==> src/monitor_config.svh <==
`ifndef MONITOR_CONFIG_SVH
`define MONITOR_CONFIG_SVH

// cores watched by the monitor
`define MON_NUM_CORE 8

// logical processes in the simulation
`define MON_NUM_LP 8

// event timestamp width
`define MON_TIME_W 16

// full message width on the queue/core bus
`define MON_MSG_W 32

// one visit per core, one idle slot, one report slot
`define MON_GVT_PERIOD (`MON_NUM_CORE + 2)

`endif

==> src/msg_pkg.sv <==
`default_nettype none

`include "monitor_config.svh"

package msg_pkg;

   // field widths of the event message
   localparam int lp_w    = $clog2(`MON_NUM_LP);
   localparam int spare_w = `MON_MSG_W - `MON_TIME_W - lp_w;

   typedef logic [`MON_TIME_W-1:0] sim_time_t;
   typedef logic [lp_w-1:0]        lp_id_t;

   // timestamp in the low bits, lp above it, rest ignored
   typedef struct packed {
      logic [spare_w-1:0] spare;
      lp_id_t             lp;
      sim_time_t          ts;
   } msg_t;

endpackage

`default_nettype wire

==> src/monitor_pkg.sv <==
`default_nettype none

`include "monitor_config.svh"

package monitor_pkg;
   import msg_pkg::*;

   localparam int core_w = $clog2(`MON_NUM_CORE);

   // register levels in the min search tree
   localparam int tree_depth = core_w;

   typedef logic [core_w-1:0]        core_id_t;
   typedef logic [`MON_NUM_CORE-1:0] core_mask_t;

   // per-core table contents, index is the core number
   typedef sim_time_t [`MON_NUM_CORE-1:0] core_time_arr_t;
   typedef lp_id_t    [`MON_NUM_CORE-1:0] core_lp_arr_t;

   // what a captured event asks the monitor to do
   typedef enum logic [1:0] {
      op_none     = 2'd0,
      op_dispatch = 2'd1,
      op_return   = 2'd2
   } op_t;

endpackage

`default_nettype wire

==> src/monitor_ifs.sv <==
`timescale 1ns/1ps
`default_nettype none

// registered event, one cycle wide
interface event_if;
   import monitor_pkg::*;
   import msg_pkg::*;

   op_t        op;
   core_id_t   core;
   lp_id_t     lp;
   // event timestamp
   sim_time_t  ts;
   // core_active as sampled with the strobe
   core_mask_t active;

   modport src        (output op, core, lp, ts, active);
   // table only needs the write fields
   modport table_side (input op, core, lp, ts);
   modport ctrl_side  (input op, core, lp, active);
endinterface

// candidate set into the min tree and the winner back out
interface search_if;
   import monitor_pkg::*;

   logic           req_vld;
   core_mask_t     cand_mask;
   core_time_arr_t cand_times;
   // low means no candidate matched
   logic           res_vld;
   core_id_t       res_id;

   modport requester (output req_vld, cand_mask, cand_times,
                      input  res_vld, res_id);
   modport tree      (input  req_vld, cand_mask, cand_times,
                      output res_vld, res_id);
endinterface

`default_nettype wire

==> src/event_capture.sv <==
`timescale 1ns/1ps
`default_nettype none

module event_capture (
   input  logic                    clk,
   input  logic                    reset,
   input  msg_pkg::msg_t           msg,
   input  logic                    dispatch_vld,
   input  logic                    return_vld,
   input  monitor_pkg::core_id_t   core_id,
   input  monitor_pkg::core_mask_t core_active,
   event_if.src                    ev
);
   import monitor_pkg::*;

   op_t op_in;

   // strobes to op code, never both in one cycle
   always_comb begin
      op_in = op_none;
      if (dispatch_vld)
         op_in = op_dispatch;
      else if (return_vld)
         op_in = op_return;
   end

   // control side, cleared so nothing fires out of reset
   always_ff @(posedge clk or posedge reset) begin
      if (reset) begin
         ev.op     <= op_none;
         ev.active <= '0;
      end else begin
         ev.op     <= op_in;
         ev.active <= core_active;
      end
   end

   // message fields, only meaningful while op is set
   always_ff @(posedge clk) begin
      ev.core <= core_id;
      ev.lp   <= msg.lp;
      ev.ts   <= msg.ts;
   end

endmodule

`default_nettype wire

==> src/core_table.sv <==
`timescale 1ns/1ps
`default_nettype none

module core_table (
   input  logic                        clk,
   input  logic                        reset,
   event_if.table_side                 ev,
   output monitor_pkg::core_lp_arr_t   table_lp,
   output monitor_pkg::core_time_arr_t table_time
);
   import monitor_pkg::*;

   logic wr_en;

   // only a dispatch brings a new lp/time to a core
   assign wr_en = (ev.op == op_dispatch);

   // lp of the event each core is running
   always_ff @(posedge clk or posedge reset) begin
      if (reset) begin
         table_lp <= '0;
      end else if (wr_en) begin
         table_lp[ev.core] <= ev.lp;
      end
   end

   // timestamp of that event
   // a return leaves the entry alone, core_active tells it is stale
   always_ff @(posedge clk or posedge reset) begin
      if (reset) begin
         table_time <= '0;
      end else if (wr_en) begin
         table_time[ev.core] <= ev.ts;
      end
   end

   // readers see the old entry on the write edge
   // release_ctrl relies on that for the dispatched core only
   // and masks that core out anyway

endmodule

`default_nettype wire

==> src/release_ctrl.sv <==
`timescale 1ns/1ps
`default_nettype none

module release_ctrl (
   input  logic                        clk,
   input  logic                        reset,
   event_if.ctrl_side                  ev,
   input  monitor_pkg::core_lp_arr_t   table_lp,
   input  monitor_pkg::core_time_arr_t table_time,
   search_if.requester                 srch,
   output monitor_pkg::core_mask_t     stall
);
   import monitor_pkg::*;
   import msg_pkg::*;

   lp_id_t     key_lp;
   core_mask_t match;
   op_t        req_op;
   core_id_t   req_core;
   op_t        pipe_op   [tree_depth];
   core_id_t   pipe_core [tree_depth];
   op_t        tail_op;
   core_id_t   tail_core;
   core_mask_t set_mask;
   core_mask_t clr_mask;

   // dispatch looks for the new lp, return for the lp the core just left
   assign key_lp = (ev.op == op_return) ? table_lp[ev.core] : ev.lp;

   // other active cores on the same lp
   always_comb begin
      for (int i = 0; i < $bits(core_mask_t); i++) begin
         match[i] = ev.active[i] && (core_id_t'(i) != ev.core) &&
                    (table_lp[i] == key_lp);
      end
   end

   // request stage, first of the ops in flight
   always_ff @(posedge clk or posedge reset) begin
      if (reset)
         req_op <= op_none;
      else
         req_op <= ev.op;
   end

   always_ff @(posedge clk) begin
      req_core        <= ev.core;
      srch.cand_mask  <= match;
      srch.cand_times <= table_time;
   end

   assign srch.req_vld = (req_op != op_none);

   // op and core ride alongside the tree levels
   always_ff @(posedge clk or posedge reset) begin
      if (reset) begin
         for (int k = 0; k < tree_depth; k++)
            pipe_op[k] <= op_none;
      end else begin
         pipe_op[0] <= req_op;
         for (int k = 1; k < tree_depth; k++)
            pipe_op[k] <= pipe_op[k-1];
      end
   end

   always_ff @(posedge clk) begin
      pipe_core[0] <= req_core;
      for (int k = 1; k < tree_depth; k++)
         pipe_core[k] <= pipe_core[k-1];
   end

   // lined up with res_vld/res_id
   assign tail_op   = pipe_op[tree_depth-1];
   assign tail_core = pipe_core[tree_depth-1];

   always_comb begin
      set_mask = '0;
      clr_mask = '0;
      // new event always holds its core first
      if (ev.op == op_dispatch)
         set_mask[ev.core] = 1'b1;
      // returning core is free at once
      if (ev.op == op_return)
         clr_mask[ev.core] = 1'b1;
      // no other core on that lp, let the dispatched one run
      if (tail_op == op_dispatch && !srch.res_vld)
         clr_mask[tail_core] = 1'b1;
      // oldest waiter on the returned lp goes next
      if (tail_op == op_return && srch.res_vld)
         clr_mask[srch.res_id] = 1'b1;
   end

   // release beats set on the same edge
   always_ff @(posedge clk or posedge reset) begin
      if (reset)
         stall <= '0;
      else
         stall <= (stall | set_mask) & ~clr_mask;
   end

endmodule

`default_nettype wire

==> src/min_tree.sv <==
`timescale 1ns/1ps
`default_nettype none

`include "monitor_config.svh"

module min_tree (
   input  logic   clk,
   search_if.tree srch
);
   import monitor_pkg::*;
   import msg_pkg::*;

   localparam int num_leaf = `MON_NUM_CORE;

   // heap layout, node k has children 2k and 2k+1
   // leaves sit at num_leaf..2*num_leaf-1, root at 1
   sim_time_t node_t  [1:2*num_leaf-1];
   core_id_t  node_id [1:2*num_leaf-1];
   logic      node_v  [1:2*num_leaf-1];

   // leaves, masked candidates straight from the request register
   for (genvar i = 0; i < num_leaf; i++) begin : leaf
      assign node_t[num_leaf+i]  = srch.cand_times[i];
      assign node_id[num_leaf+i] = core_id_t'(i);
      assign node_v[num_leaf+i]  = srch.req_vld && srch.cand_mask[i];
   end

   // every inner node is one register, so one stage per tree level
   for (genvar k = 1; k < num_leaf; k++) begin : cmp
      logic      take_right;
      sim_time_t r_t;
      core_id_t  r_id;
      logic      r_v;

      // right side only on strictly smaller, ties stay with lower core
      assign take_right = node_v[2*k+1] &&
                          (!node_v[2*k] || node_t[2*k+1] < node_t[2*k]);

      always_ff @(posedge clk) begin
         r_t  <= take_right ? node_t[2*k+1]  : node_t[2*k];
         r_id <= take_right ? node_id[2*k+1] : node_id[2*k];
         r_v  <= node_v[2*k] || node_v[2*k+1];
      end

      assign node_t[k]  = r_t;
      assign node_id[k] = r_id;
      assign node_v[k]  = r_v;
   end

   // root register
   assign srch.res_vld = node_v[1];
   assign srch.res_id  = node_id[1];

endmodule

`default_nettype wire

==> src/gvt_sweep.sv <==
`timescale 1ns/1ps
`default_nettype none

`include "monitor_config.svh"

module gvt_sweep (
   input  logic                        clk,
   input  logic                        reset,
   input  monitor_pkg::core_mask_t     active,
   input  monitor_pkg::core_time_arr_t table_time,
   output msg_pkg::sim_time_t          min_time,
   output logic                        min_time_vld
);
   import monitor_pkg::*;
   import msg_pkg::*;

   localparam int period = `MON_GVT_PERIOD;
   localparam int cnt_w  = $clog2(period);

   logic [cnt_w-1:0] cnt;
   core_id_t         visit;
   logic             visit_hit;
   sim_time_t        run_min;

   // counts below the core count visit that core
   assign visit     = core_id_t'(cnt);
   assign visit_hit = (cnt < `MON_NUM_CORE) && active[visit] &&
                      (table_time[visit] < run_min);

   always_ff @(posedge clk or posedge reset) begin
      if (reset)
         cnt <= '0;
      else if (cnt == cnt_w'(period - 1))
         cnt <= '0;
      else
         cnt <= cnt + 1'b1;
   end

   // running min, all ones means no active core seen
   // output loads in the idle slot so it is steady under the pulse
   always_ff @(posedge clk or posedge reset) begin
      if (reset) begin
         run_min  <= '1;
         min_time <= '1;
      end else begin
         if (cnt == cnt_w'(period - 2))
            min_time <= run_min;
         if (cnt == cnt_w'(period - 1))
            run_min <= '1;
         else if (visit_hit)
            run_min <= table_time[visit];
      end
   end

   // one cycle every period
   assign min_time_vld = (cnt == cnt_w'(period - 1));

endmodule

`default_nettype wire

==> src/core_monitor.sv <==
`timescale 1ns/1ps
`default_nettype none

module core_monitor (
   input  logic                    clk,
   input  logic                    reset,
   input  msg_pkg::msg_t           msg,
   input  logic                    dispatch_vld,
   input  logic                    return_vld,
   input  monitor_pkg::core_id_t   core_id,
   input  monitor_pkg::core_mask_t core_active,
   output monitor_pkg::core_mask_t stall,
   output msg_pkg::sim_time_t      min_time,
   output logic                    min_time_vld
);
   import monitor_pkg::*;

   // shared table read ports
   core_lp_arr_t   table_lp;
   core_time_arr_t table_time;

   event_if  ev_bus ();
   search_if srch_bus ();

   // only place the raw strobes and message are sampled
   event_capture i_event_capture (
      .clk          (clk),
      .reset        (reset),
      .msg          (msg),
      .dispatch_vld (dispatch_vld),
      .return_vld   (return_vld),
      .core_id      (core_id),
      .core_active  (core_active),
      .ev           (ev_bus.src)
   );

   core_table i_core_table (
      .clk        (clk),
      .reset      (reset),
      .ev         (ev_bus.table_side),
      .table_lp   (table_lp),
      .table_time (table_time)
   );

   // candidates, in-flight ops and the stall register
   release_ctrl i_release_ctrl (
      .clk        (clk),
      .reset      (reset),
      .ev         (ev_bus.ctrl_side),
      .table_lp   (table_lp),
      .table_time (table_time),
      .srch       (srch_bus.requester),
      .stall      (stall)
   );

   min_tree i_min_tree (
      .clk  (clk),
      .srch (srch_bus.tree)
   );

   // sweep uses the live active mask, not the captured one
   gvt_sweep i_gvt_sweep (
      .clk          (clk),
      .reset        (reset),
      .active       (core_active),
      .table_time   (table_time),
      .min_time     (min_time),
      .min_time_vld (min_time_vld)
   );

endmodule

`default_nettype wire

==> config.mk <==
export PLATFORM = sky130hd
export DESIGN_NAME = core_monitor
export DESIGN_NICKNAME = d
export VERILOG_FILES = /design/src/msg_pkg.sv /design/src/monitor_pkg.sv /design/src/monitor_ifs.sv /design/src/event_capture.sv /design/src/core_table.sv /design/src/release_ctrl.sv /design/src/min_tree.sv /design/src/gvt_sweep.sv /design/src/core_monitor.sv
export VERILOG_INCLUDE_DIRS = /design/src /design/src/src
export SDC_FILE = /design/constraint.sdc
export NUM_CORES = 1
export LEC_CHECK = 0
export ABC_AREA = 0
export BUFFER_PORTS_ARGS = -buffer_cell sky130_fd_sc_hd__buf_2
export CAP_MARGIN = 0
export CORE_MARGIN = 2
export CORE_UTILIZATION = 25
export CTS_BUF_LIST = sky130_fd_sc_hd__clkbuf_4
export DETAILED_ROUTE_END_ITERATION = 10
export MAX_ROUTING_LAYER = met4
export RECOVER_POWER = 50
export SETUP_SLACK_MARGIN = 0.02
export SLEW_MARGIN = 5
export SYNTH_ARGS = -nofsm -noshare
export SYNTH_HDL_FRONTEND = slang
export SYNTH_SLANG_ARGS = --single-unit
==> constraint.sdc <==
create_clock -name clk -period 16.4 [get_ports clk]
set_clock_uncertainty 0.15 [all_clocks]
set_input_delay 3.28 -clock clk [delete_from_list [all_inputs] [get_ports clk]]
set_output_delay 3.28 -clock clk [all_outputs]
set_load 0.02 [all_outputs]
==> results.tsv <==
stage	metric	value	unit
run_status	status	finished with violations	
run_status	violations	capacitance limit, slew limit	
detailed_routing	top_layer_used	met4	
clock_tree	clk_path_buf_depth	3	
clock_tree	cts_tree	done	
finish	final-seq-area	11080	um^2
yosys	netlist.area_leader.share	24.97	%
yosys	yosys_warnings	0	
clock_tree	cts_resized	0	
sta	setup_violations	0	
worst_setup_path	critPathRequiredTime	12.97	ns
yosys	synth_commonest_cells	dfxtp_1, nand2_1, dfrtp_1	
clock_tree	post_cts_buffers	0	
global_routing	antenna_found_initial	4	
power_and_ir_drop	power_leakage	0.01076	uW
place	place_area	24340	um^2
detailed_routing	num_vias	17150	
yosys	synth.distinct_cells	54	
floorplan	fp.dieH	305.8	um
yosys	yosys.area.top_type	dfxtp_1	
worst_setup_path	cp-start-kind	register	
clock_tree	cts.clk_slew.worst_paths	0.07	ns
finish	stdcell_area	25870	um^2
detailed_routing	met3_length	3320	um
place	port_buffers	58	
hold_path	hold_class	reg2reg	
sta	slew_headroom	-134.7	%
power_and_ir_drop	power_density	151.7	nW/um^2
place	place_congestion	0.8144	
sta	worst_pin_slew	3.520	ns
sta	fin_crit_sh	41.76	%
detailed_routing	first_iter_violations	1256	
worst_setup_path	end_kind	output pin	
sta	setup_ws	9.551	ns
detailed_routing	vias_per_cell	4.707	
finish	multiInputGateArea	10660	um^2
yosys	synth_area	22770	um^2
finish	final_nets	2526	
clock_tree	clk_root_buffer_cell	clkbuf_4	
floorplan	coreArea	90150	um^2
detailed_routing	antenna_left	0	
floorplan	die_w	305.8	um
sta	drv_slew	140	
global_routing	grt_max_degree	144	
detailed_routing	postRouteWirelength	60810	um
floorplan	row_count	110	
clock_tree	numCtsBuffers	120	
detailed_routing	wl_met2	28310	um
detailed_routing	met1_length	27530	um
floorplan	start_util	25.26	%
global_routing	grt_pass1_vias	16260	
clock_tree	htreeDepth	3	
global_routing	track_usage	13.24	%
clock_tree	cts_sinks	498	
global_routing	grt-ovfl-total	0	
detailed_routing	firstDrtPassIters	6	
detailed_routing	drc	0	
clock_tree	hold_buffers	0	
yosys	synth_fp_nets	2442	
detailed_routing	wire_per_inst	16.69	um
job	maxCapViolCount	6	
global_routing	grt_pass1_wl	94140	um
place	place_ws	10.49	ns
yosys	syn-instance-count	2275	
sta	rsz0062_at_grt	no	
finish	num-fill-cells	9393	
floorplan	io_pins	72	
sta	hold_viol_final	0	
place	hpwl	42290	um
worst_setup_path	critPathKind	reg2out	
worst_setup_path	crit_fanout	20	
power_and_ir_drop	ir_worst_vdd	82.31	uV
yosys	ys_seq_area_share	48.66	%
yosys	ys.flop_type	dfxtp_1	
finish	area_delta_synth_final	13.61	%
yosys	synth_area_leaders	dfxtp_1, dfrtp_1, ha_1, mux2_2, nand2_1	
floorplan	die_area	93510	um^2
yosys	synthArstFlopShare	42.97	%
yosys	synth_edf_count	0	
worst_setup_path	arrival	3.42	ns
sta	layout_min_cycle_time	6.849	ns
sta	timing.setup.tns	0	ns
yosys	syn_area_per_cell	10.01	um^2
sta	max_freq	0.1460	GHz
clock_tree	clock_latency	0.89	ns
yosys	synth_seq_cells	498	
yosys	synth_most_common_cell	dfxtp_1	
finish	drive_above_1_share	19.76	%
sequential cells by signal, summed over array words and instances (netlist names):
name and flops:
i_release_ctrl.tail_op 2, i_min_tree.cmp.r_t 96, i_event_capture.ev.ts 16, i_min_tree.srch.res_vld 1, i_gvt_sweep.run_min 16, i_release_ctrl.pipe_core 9, i_release_ctrl.req_op 2, i_release_ctrl.req_core 3
i_event_capture.ev.core 3, i_min_tree.cmp.r_id 8, i_min_tree.srch.res_id 3, i_event_capture.ev.op 2, i_gvt_sweep.min_time 16, i_release_ctrl.srch.cand_mask 8, i_release_ctrl.srch.cand_times 128, i_event_capture.ev.active 8
i_min_tree.cmp.r_v 6, i_release_ctrl.stall 8, i_gvt_sweep.cnt 4, i_core_table.table_lp 24, i_event_capture.ev.lp 3, i_core_table.table_time 128, i_release_ctrl.pipe_op 4
kinds of logic (layout without fill, tap and decap cells):
group	count (synthesis)	count (layout)	share of synthesized area, %
and+or+nand+nor	716	716	15.11
other	0	3	0
DFF	498	498	48.66
adders and majority gates	120	120	6.594
xor gates and xnor gates	38	38	1.462
AOI/OAI and AO/OA	433	433	11.70
muxes	204	204	11.90
buffers and inverters	266	456	4.566
final cells by class:
class | count | share of cell area [%]
flip-flops and latches | 498 | 42.84
multi-input cells | 1511 | 41.21
well taps | 1176 | 5.688
clock buffers | 181 | 5.253
inverters | 135 | 1.988
repair buffers | 93 | 1.949
clock inverters | 47 | 1.035
diodes | 3 | 0.02902
critical path, stage by stage, from the launching register on:
cell and delay (ns):
dfrtp_1 0.78, clkinv_1 0.89, nand2_1 0.44, nor3_2 0.06
buf_4 0.21, buf_2 0.19
report_power, final:
part | total, uW | leakage, uW | internal, uW | switching (uW)
logic | 1060 | 0.00486 | 446 | 614
clock network | 1050 | 0.000962 | 552 | 493
registers | 1820 | 0.00494 | 1560 | 261
placed cells by master (no fill, tap or decap), drive strengths merged, types with 69 or more instances in the layout:
cell and count:
nand3 169, inv 133, dfrtp 182, dfxtp 284, ha 120, a21oi 76, a31oi 69, o21ai 149
nand2 262, buf 74, mux2 131, nor2 109, clkbuf 200
metrics by stage:
stage | instances | power (uW) | utilization [%] | hold WS [ns]
3_5_place_dp | 3413 | 2905 | 27.00 | 0.1621
4_1_cts | 3641 | 3970 | 28.81 | 0.1754
2_1_floorplan | 2275 | 2520 | - | 0.1596
3_3_place_gp | 3413 | 2884 | 27.00 | 0.1604
5_1_grt | 3643 | 4205 | 28.69 | 0.1767
6_report | 3644 | 3925 | 28.70 | 0.1709
final timing paths:
check / from / to / slack, ns / cells after the start
max in group asynchronous: reset / i_core_table.table_time[108]$_DFFE_PP0P_ / 11.94 / 3
min in group asynchronous: reset / i_core_table.table_time[9]$_DFFE_PP0P_ / 2.49 / 2
worst max register to register: i_gvt_sweep.cnt[0]$_DFF_PP0_ / i_gvt_sweep.run_min[6]$_DFFE_PP1P_ / 9.74 / 11
worst min register to register: i_release_ctrl.pipe_core[0][5]$_DFF_P_ / i_release_ctrl.pipe_core[0][8]$_DFF_P_ / 0.17 / 0
worst min-delay path: i_release_ctrl.pipe_core[0][5]$_DFF_P_ / i_release_ctrl.pipe_core[0][8]$_DFF_P_ / 0.17 / 0
worst max-delay path: i_gvt_sweep.cnt[2]$_DFF_PP0_ / min_time_vld / 9.55 / 5
per-layer routing:
layer / GRT usage, % / vias to the layer above
met3: 2.149 / 89
met4: 4.869 / 0
met1: 16.97 / 8256
li1: - / 8317
met2: 21.03 / 492
met5: - / -
(Power assumes the default switching activity.)
